<file path="src/logic/mem_pkg.sv">
`default_nettype none

package mem_pkg;

    localparam int WORD_W = 16;
    localparam int VADDR_W = 16;
    localparam int PADDR_W = 24;
    localparam int SEL_W = 2;

    // paging splits the virtual address into page number and offset
    localparam int PAGE_OFS_W = 12;
    localparam int PPAGE_W = PADDR_W - PAGE_OFS_W;
    localparam int PAGE_ENTRIES = 16;

    // words per icache line as fixed by the burst8 fill
    localparam int LINE_WORDS = 8;

    typedef logic [WORD_W-1:0] word_t;
    typedef logic [VADDR_W-1:0] vaddr_t;
    typedef logic [PADDR_W-1:0] paddr_t;
    typedef logic [PPAGE_W-1:0] ppage_t;
    typedef logic [SEL_W-1:0] sel_t;

    typedef struct packed {
        logic cyc;
        logic stb;
        logic we;
        paddr_t adr;
        word_t dat;
        sel_t sel;
        logic burst8;
    } wb_req_t;

    typedef struct packed {
        logic ack;
        logic err;
        word_t dat;
    } wb_rsp_t;

    typedef struct packed {
        logic we;
        word_t addr;
        word_t data;
    } sr_write_t;

endpackage

`default_nettype wire

</file>
<file path="src/logic/page_translator.sv">
`timescale 1ns/1ps
`default_nettype none

module page_translator
    import mem_pkg::*;
#(
    parameter word_t SR_BASE = 16'h0100
) (
    input wire i_clk,
    input wire i_rst,

    input wire sr_write_t i_sr,

    input wire i_page_en,
    input wire vaddr_t i_vaddr,
    output paddr_t o_paddr
);

    localparam int IDX_W = $clog2(PAGE_ENTRIES);

    ppage_t page_table [PAGE_ENTRIES];

    word_t sr_ofs;
    logic sr_hit;
    logic [IDX_W-1:0] sr_idx;
    logic [IDX_W-1:0] vpage;

    // window check relative to this translator's base
    assign sr_ofs = i_sr.addr - SR_BASE;
    assign sr_hit = i_sr.we && (sr_ofs[WORD_W-1:IDX_W] == '0);
    assign sr_idx = i_sr.addr[IDX_W-1:0];

    always_ff @(posedge i_clk) begin
        if (i_rst) begin
            for (int i = 0; i < PAGE_ENTRIES; i++) begin
                page_table[i] <= '0;
            end
        end else if (sr_hit) begin
            page_table[sr_idx] <= i_sr.data[PPAGE_W-1:0];
        end
    end

    assign vpage = i_vaddr[VADDR_W-1:PAGE_OFS_W];

    always_comb begin
        if (i_page_en) begin
            o_paddr = {page_table[vpage], i_vaddr[PAGE_OFS_W-1:0]};
        end else begin
            // identity map when paging is off
            o_paddr = paddr_t'(i_vaddr);
        end
    end

endmodule

`default_nettype wire

</file>
<file path="src/logic/instr_cache.sv">
`timescale 1ns/1ps
`default_nettype none

module instr_cache
    import mem_pkg::*;
#(
    parameter int CACHE_LINES = 16
) (
    input wire i_clk,
    input wire i_rst,

    input wire i_fetch_req,
    input wire paddr_t i_fetch_paddr,
    output word_t o_fetch_data,
    output logic o_fetch_ack,
    output logic o_fetch_err,

    input wire i_flush,

    output wb_req_t o_wb,
    input wire wb_rsp_t i_wb
);

    localparam int OFS_W = $clog2(LINE_WORDS);
    localparam int IDX_W = $clog2(CACHE_LINES);
    localparam int TAG_W = PADDR_W - IDX_W - OFS_W;

    typedef enum logic [1:0] {
        S_IDLE,
        S_LOOKUP,
        S_FILL,
        S_RESPOND
    } state_t;

    state_t state;

    paddr_t req_addr;
    logic [OFS_W-1:0] beat;
    logic fill_flushed;

    logic [CACHE_LINES-1:0] line_valid;
    logic [TAG_W-1:0] tag_mem [CACHE_LINES];
    word_t data_mem [CACHE_LINES*LINE_WORDS];

    logic [OFS_W-1:0] req_ofs;
    logic [IDX_W-1:0] req_idx;
    logic [TAG_W-1:0] req_tag;
    logic hit;
    logic last_beat;

    assign req_ofs = req_addr[OFS_W-1:0];
    assign req_idx = req_addr[OFS_W +: IDX_W];
    assign req_tag = req_addr[OFS_W+IDX_W +: TAG_W];
    assign hit = line_valid[req_idx] && (tag_mem[req_idx] == req_tag);
    assign last_beat = beat == OFS_W'(LINE_WORDS - 1);

    // fill addresses walk up from the line base
    always_comb begin
        o_wb = '0;
        o_wb.cyc = state == S_FILL;
        o_wb.stb = state == S_FILL;
        o_wb.burst8 = state == S_FILL;
        o_wb.sel = '1;
        o_wb.adr = {req_addr[PADDR_W-1:OFS_W], beat};
    end

    always_ff @(posedge i_clk) begin
        if (i_rst) begin
            state <= S_IDLE;
            line_valid <= '0;
            beat <= '0;
            fill_flushed <= 1'b0;
            o_fetch_ack <= 1'b0;
            o_fetch_err <= 1'b0;
        end else begin
            o_fetch_ack <= 1'b0;
            o_fetch_err <= 1'b0;
            case (state)
                S_IDLE: begin
                    if (i_fetch_req) begin
                        state <= S_LOOKUP;
                    end
                end
                S_LOOKUP: begin
                    if (hit) begin
                        o_fetch_ack <= 1'b1;
                        state <= S_RESPOND;
                    end else begin
                        // line stays invalid until the whole burst lands
                        line_valid[req_idx] <= 1'b0;
                        beat <= '0;
                        fill_flushed <= 1'b0;
                        state <= S_FILL;
                    end
                end
                S_FILL: begin
                    if (i_wb.err) begin
                        o_fetch_err <= 1'b1;
                        state <= S_RESPOND;
                    end else if (i_wb.ack) begin
                        beat <= beat + 1'b1;
                        if (last_beat) begin
                            line_valid[req_idx] <= !fill_flushed && !i_flush;
                            o_fetch_ack <= 1'b1;
                            state <= S_RESPOND;
                        end
                    end
                end
                default: begin
                    state <= S_IDLE;
                end
            endcase
            if (state == S_FILL && i_flush) begin
                fill_flushed <= 1'b1;
            end
            if (i_flush) begin
                line_valid <= '0;
            end
        end
    end

    always_ff @(posedge i_clk) begin
        if (state == S_IDLE && i_fetch_req) begin
            req_addr <= i_fetch_paddr;
        end
        if (state == S_LOOKUP) begin
            if (hit) begin
                o_fetch_data <= data_mem[{req_idx, req_ofs}];
            end else begin
                tag_mem[req_idx] <= req_tag;
            end
        end
        if (state == S_FILL && i_wb.ack && !i_wb.err) begin
            data_mem[{req_idx, beat}] <= i_wb.dat;
            // forward the requested word as it goes by
            if (beat == req_ofs) begin
                o_fetch_data <= i_wb.dat;
            end
        end
    end

endmodule

`default_nettype wire

</file>
<file path="src/logic/data_bus_port.sv">
`timescale 1ns/1ps
`default_nettype none

module data_bus_port
    import mem_pkg::*;
(
    input wire i_clk,
    input wire i_rst,

    input wire i_data_req,
    input wire i_data_we,
    input wire paddr_t i_data_paddr,
    input wire word_t i_data_wdata,
    input wire sel_t i_data_sel,
    output word_t o_data_rdata,
    output logic o_data_ack,
    output logic o_data_exception,

    output wb_req_t o_wb,
    input wire wb_rsp_t i_wb
);

    typedef enum logic [1:0] {
        S_IDLE,
        S_BUS,
        S_DONE
    } state_t;

    state_t state;

    // core holds its request fields stable, so they drive the bus directly
    always_comb begin
        o_wb = '0;
        o_wb.cyc = state == S_BUS;
        o_wb.stb = state == S_BUS;
        o_wb.we = i_data_we;
        o_wb.adr = i_data_paddr;
        o_wb.dat = i_data_wdata;
        o_wb.sel = i_data_sel;
    end

    always_ff @(posedge i_clk) begin
        if (i_rst) begin
            state <= S_IDLE;
            o_data_ack <= 1'b0;
            o_data_exception <= 1'b0;
        end else begin
            o_data_ack <= 1'b0;
            o_data_exception <= 1'b0;
            case (state)
                S_IDLE: begin
                    if (i_data_req) begin
                        state <= S_BUS;
                    end
                end
                S_BUS: begin
                    if (i_wb.err) begin
                        o_data_exception <= 1'b1;
                        state <= S_DONE;
                    end else if (i_wb.ack) begin
                        o_data_ack <= 1'b1;
                        state <= S_DONE;
                    end
                end
                default: begin
                    // one response per request
                    if (!i_data_req) begin
                        state <= S_IDLE;
                    end
                end
            endcase
        end
    end

    always_ff @(posedge i_clk) begin
        if (state == S_BUS && i_wb.ack) begin
            o_data_rdata <= i_wb.dat;
        end
    end

endmodule

`default_nettype wire

</file>
<file path="src/logic/wb_priority_arbiter.sv">
`timescale 1ns/1ps
`default_nettype none

module wb_priority_arbiter
    import mem_pkg::*;
(
    input wire i_clk,
    input wire i_rst,

    input wire wb_req_t i_data_wb,
    input wire wb_req_t i_fetch_wb,
    output wb_rsp_t o_data_wb,
    output wb_rsp_t o_fetch_wb,

    output wb_req_t o_wb,
    input wire wb_rsp_t i_wb
);

    typedef enum logic [1:0] {
        OWN_NONE,
        OWN_DATA,
        OWN_FETCH
    } owner_t;

    owner_t owner;
    logic owner_cyc;
    logic granted;
    wb_req_t bus_req;

    always_comb begin
        case (owner)
            OWN_DATA: owner_cyc = i_data_wb.cyc;
            OWN_FETCH: owner_cyc = i_fetch_wb.cyc;
            default: owner_cyc = 1'b0;
        endcase
    end

    // re-arbitrate with data first once the owner lets go of cyc
    always_ff @(posedge i_clk) begin
        if (i_rst) begin
            owner <= OWN_NONE;
        end else if (!owner_cyc) begin
            if (i_data_wb.cyc) begin
                owner <= OWN_DATA;
            end else if (i_fetch_wb.cyc) begin
                owner <= OWN_FETCH;
            end else begin
                owner <= OWN_NONE;
            end
        end
    end

    assign granted = owner != OWN_NONE;
    assign bus_req = (owner == OWN_FETCH) ? i_fetch_wb : i_data_wb;

    always_comb begin
        o_wb = bus_req;
        o_wb.cyc = bus_req.cyc && granted;
        o_wb.stb = bus_req.stb && granted;
        o_wb.burst8 = bus_req.burst8 && granted;
    end

    always_comb begin
        o_data_wb.dat = i_wb.dat;
        o_data_wb.ack = i_wb.ack && owner == OWN_DATA;
        o_data_wb.err = i_wb.err && owner == OWN_DATA;
        o_fetch_wb.dat = i_wb.dat;
        o_fetch_wb.ack = i_wb.ack && owner == OWN_FETCH;
        o_fetch_wb.err = i_wb.err && owner == OWN_FETCH;
    end

endmodule

`default_nettype wire

</file>
<file path="src/logic/mem_upper.sv">
`timescale 1ns/1ps
`default_nettype none

module mem_upper
    import mem_pkg::*;
#(
    parameter int CACHE_LINES = 16,
    parameter word_t INSTR_SR_BASE = 16'h0100,
    parameter word_t DATA_SR_BASE = 16'h0200
) (
    input wire i_clk,
    input wire i_rst,

    input wire i_fetch_req,
    input wire vaddr_t i_fetch_addr,
    output word_t o_fetch_data,
    output logic o_fetch_ack,
    output logic o_fetch_err,
    input wire i_icache_flush,

    input wire i_data_req,
    input wire i_data_we,
    input wire vaddr_t i_data_addr,
    input wire word_t i_data_wdata,
    input wire sel_t i_data_sel,
    output word_t o_data_rdata,
    output logic o_data_ack,
    output logic o_data_exception,

    input wire sr_write_t i_sr,
    input wire i_instr_page_en,
    input wire i_data_page_en,

    output wb_req_t o_wb,
    input wire wb_rsp_t i_wb
);

    paddr_t fetch_paddr;
    paddr_t data_paddr;

    wb_req_t fetch_wb_req;
    wb_req_t data_wb_req;
    wb_rsp_t fetch_wb_rsp;
    wb_rsp_t data_wb_rsp;

    // translation sits in front of the cache, so tags are physical
    page_translator #(
        .SR_BASE(INSTR_SR_BASE)
    ) instr_xlat_i (
        .i_clk(i_clk),
        .i_rst(i_rst),
        .i_sr(i_sr),
        .i_page_en(i_instr_page_en),
        .i_vaddr(i_fetch_addr),
        .o_paddr(fetch_paddr)
    );

    page_translator #(
        .SR_BASE(DATA_SR_BASE)
    ) data_xlat_i (
        .i_clk(i_clk),
        .i_rst(i_rst),
        .i_sr(i_sr),
        .i_page_en(i_data_page_en),
        .i_vaddr(i_data_addr),
        .o_paddr(data_paddr)
    );

    instr_cache #(
        .CACHE_LINES(CACHE_LINES)
    ) icache_i (
        .i_clk(i_clk),
        .i_rst(i_rst),
        .i_fetch_req(i_fetch_req),
        .i_fetch_paddr(fetch_paddr),
        .o_fetch_data(o_fetch_data),
        .o_fetch_ack(o_fetch_ack),
        .o_fetch_err(o_fetch_err),
        .i_flush(i_icache_flush),
        .o_wb(fetch_wb_req),
        .i_wb(fetch_wb_rsp)
    );

    data_bus_port dport_i (
        .i_clk(i_clk),
        .i_rst(i_rst),
        .i_data_req(i_data_req),
        .i_data_we(i_data_we),
        .i_data_paddr(data_paddr),
        .i_data_wdata(i_data_wdata),
        .i_data_sel(i_data_sel),
        .o_data_rdata(o_data_rdata),
        .o_data_ack(o_data_ack),
        .o_data_exception(o_data_exception),
        .o_wb(data_wb_req),
        .i_wb(data_wb_rsp)
    );

    wb_priority_arbiter wb_arb_i (
        .i_clk(i_clk),
        .i_rst(i_rst),
        .i_data_wb(data_wb_req),
        .i_fetch_wb(fetch_wb_req),
        .o_data_wb(data_wb_rsp),
        .o_fetch_wb(fetch_wb_rsp),
        .o_wb(o_wb),
        .i_wb(i_wb)
    );

endmodule

`default_nettype wire

</file>
<file path="config.mk">
export PLATFORM = sky130hd
export DESIGN_NAME = mem_upper
export DESIGN_NICKNAME = d
export VERILOG_FILES = /design/src/logic/mem_pkg.sv /design/src/logic/page_translator.sv /design/src/logic/instr_cache.sv /design/src/logic/data_bus_port.sv /design/src/logic/wb_priority_arbiter.sv /design/src/logic/mem_upper.sv
export SDC_FILE = /design/constraint.sdc
export NUM_CORES = 2
export LEC_CHECK = 0
export BUFFER_PORTS_ARGS = -buffer_cell sky130_fd_sc_hd__buf_2
export CORE_MARGIN = 2
export CORE_UTILIZATION = 62
export DETAILED_ROUTE_END_ITERATION = 8
export PLACE_DENSITY = 0.79
export SLEW_MARGIN = 25
export SYNTH_ARGS = -nofsm -noshare
export SYNTH_HDL_FRONTEND = slang
export SYNTH_SLANG_ARGS = --single-unit
</file>
<file path="constraint.sdc">
create_clock -name i_clk -period 5.2 [get_ports i_clk]
set_input_delay 0.26 -clock i_clk [delete_from_list [all_inputs] [get_ports i_clk]]
set_output_delay 0.26 -clock i_clk [all_outputs]
set_load 0.1 [all_outputs]
</file>
==> reports/qor.csv <==
metric;value;unit
worst skew pair latency;0.94;ns
core box area;178000;um2
pin count of the biggest net entering global routing;101;
worst clock skew;0.0562;ns
die area;182000;um2
CTS Buf Count;285;
Routed WL per cell;34.3;um
post-CTS setup buffers;0;
CP Capture Type;register;
r2r endpoint;icache_i.tag_mem[13][4];
Initial Util;0.623;
TritonCTS clock tree;done;
hold path endpoint;instr_xlat_i.page_table[7][6];
GP Congestion;0.957;
CP startpoint kind;register;
CP max-delay cell;dfxtp_4;
post-synth design cell area;111000;um2
Async S/R FF share, synth;0;
Finished Core Util;0.702;
crit-path max cell delay;0.79;ns
register area;83500;um2
chip width;427;um
fin crit share;0.873;
Initial DRC Count;9171;
post-route setup slack;0.659;ns
worst-path cell chain;buf_4 -> mux4_2 -> a2111oi_0 -> nand3_1 -> nand4_1 -> nor3_2 -> nand3b_1 -> nand2_1 -> nor3_2 -> buf_4;
synthesis-to-finish area growth;12.7;%
Seq/Total Area, Yosys;0.752;
maximum clock path buffer count;4;
wire length of the first global-routing pass;413;mm
port buffer count;186;
CTS resizes;0;
synth unique cells;64;
Least-Margin Pin Slew;1.14;ns
initial antenna violation count;12;
worst hold path stage count;2;
Via Count;57800;
Slew Limit Fails;0;
setup TNS;0;ns
Post-Synthesis Net Count;5491;
clock root cell;clkbuf_16;
CP Class;register to register;
Mapped Cells;5372;
Avg Vias per Cell;6.88;
# fillers;9927;
Avg Cell Area, Syn;20.6;um2
Hold Startpoint;i_sr[6];
HP Class;input pin to register;
clk slew on worst S/H paths;0.06;ns
R2R depth;10;
layout cells sized above 1;0.274;
Most used DFF post-synth;edfxtp_1;
Synth area leader;edfxtp_1;
Tot GR Track Use;0.321;
I/O pin total;191;
Pleak;0.0407;uW
Power Dens Cells;451;nW/um2
number of global-route vias before repair;58000;
unrepaired setup endpoints after global routing;false;
final setup vio count;0;
Final Hold Viols;0;
Net count, final;5953;
Residual DRC;0;
gr ovfl total;0;
antenna viol nets, final;0;
synthesized flop and latch total;2797;
dpl hpwl;160;mm
Worst EP required;5.79;ns
Worst Path Arrival;5.13;ns
max frequency;220;MHz
max cap viols;0;
H-tree depth;5;
Rows;155;
main area contributors after synthesis;edfxtp_1 (74%), mux4_2 (15%), and2_1 (2.3%);
most frequent cell after synthesis;edfxtp_1;
Rel. slew slack;0.235;
Synth Warn #;0;
Multi-input gate area;26000;um2
post-synth top area share;0.743;
drt total wl;288;mm
Detailed Routing Iterations Pass 1;7;
Post-synth EDFFs;2744;
die height;427;um
crit-path max FO;36;
total power;56400;uW
status;completed;
Post-CTS Hold Fix Bufs;46;
Place WS;0.805;ns
clock sink count;2797;
top cells by count, synth;edfxtp_1 (2744), mux4_2 (740), and2_1 (400);
Peak VDD IR;0.371;mV
post-route minimum period;4.54;ns
reg2reg setup slack;0.66;ns
-- worst max path at each step --
stage,from,cells past startpoint,slack (ns),end
final,register,10,0.66,icache_i.tag_mem[13][4]
after global routing,register,10,0.49,icache_i.tag_mem[13][4]
after CTS,register,10,0.74,icache_i.tag_mem[13][10]
after detailed placement,register,10,0.81,icache_i.tag_mem[13][0]
after global placement,register,10,1.0,icache_i.tag_mem[13][10]
after floorplan,i_data_addr[12],7,1.03,o_wb[40]
-- cell usage in the layout (no fill, tap or decap), types with 13 or more instances in the layout --
cell           netlist  routed
clkinv_2             0      37
nor2_1             203     197
or2_2               13      13
nor3_1              32      23
o21ai_0             82      82
buf_12               2      20
o22ai_1             17      17
mux2_2              33      33
dlygate4sd3_1        0      47
xnor2_1             13      13
nand2_1            162     162
a221oi_1            16      16
edfxtp_1          2744    2744
dfxtp_1             53      46
clkinv_1             0      54
and2_1             400     401
o2111ai_1           14      14
mux2i_1            156     156
nand2b_1            26      26
buf_2               74     170
clkbuf_16            0     295
nor2b_1             32      30
a21oi_1             36      36
buf_4               10     281
nand3_1             57      57
a22oi_1             71      71
mux4_2             740     740
inv_1               17      16
bufinv_16            0      18
clkbuf_1           209      72
-- per-stage QoR --
stage               hold slack, ns  instances  cell area [um2]
global route                0.0426       8394           125000
global placement             0.438       7855           116000
detailed placement           0.438       7855           116000
CTS                       0.000874       8393           125000
floorplan                    0.359       5372           111000
finish                      0.0494       8397           125000
-- report_power, final --
part	internal, uW	leakage (uW)	switching, uW
Sequential	25200	0.0253	569
Clock	11300	0.00426	8300
Combinational	4560	0.0111	6450
Total	41100	0.0407	15300
-- layer usage --
layer  wire length [um]  vias up  track usage  part of all wire
met4              17000       12        0.164             0.059
li1                   -    22900            -                 -
met1              97900    29700        0.436              0.34
met2             138000     4423        0.499              0.48
met5                 88        -            0           0.00031
met3              34700      787       0.0682              0.12
-- cell type report --
type                    count  area share
clock inverters           122     0.00827
flip-flops and latches   2797       0.668
well taps                2355      0.0236
repair buffers            520      0.0308
clock buffers             370      0.0615
inverters                  17    0.000510
multi-input cells        2213       0.208
diodes                      3   0.0000600
-- cells by family (layout without fill, tap and decap cells) --
kind of cell	after synthesis	after routing	synth area share
adders and majority gates	10	10	0.00113
AOI/OAI and AO/OA	282	282	0.0169
DFF	2797	2797	0.752
xor gates and xnor gates	19	19	0.00150
and+or+nand+nor	971	971	0.0459
other	0	3	0
muxes	931	931	0.168
buffers and inverters	362	1029	0.0141
-- state kept, by name (all words and copies together), names as in the netlist, 16 cells and up, named ones only --
name,cells
icache_i.req_addr,24
dport_i.o_data_rdata,16
data_xlat_i.page_table,192
icache_i.tag_mem,272
icache_i.o_fetch_data,16
instr_xlat_i.page_table,192
icache_i.line_valid,16
icache_i.data_mem,2048
-- critical path, delay by kind of cell, from the launching register on --
kind	cells	cell delay (ns)
compound gates	1	0.53
buf+inv	2	0.73
simple gates	6	1.51
mux	1	0.59
flops	1	0.79
Note: power is estimated with default switching activity, not from simulation.
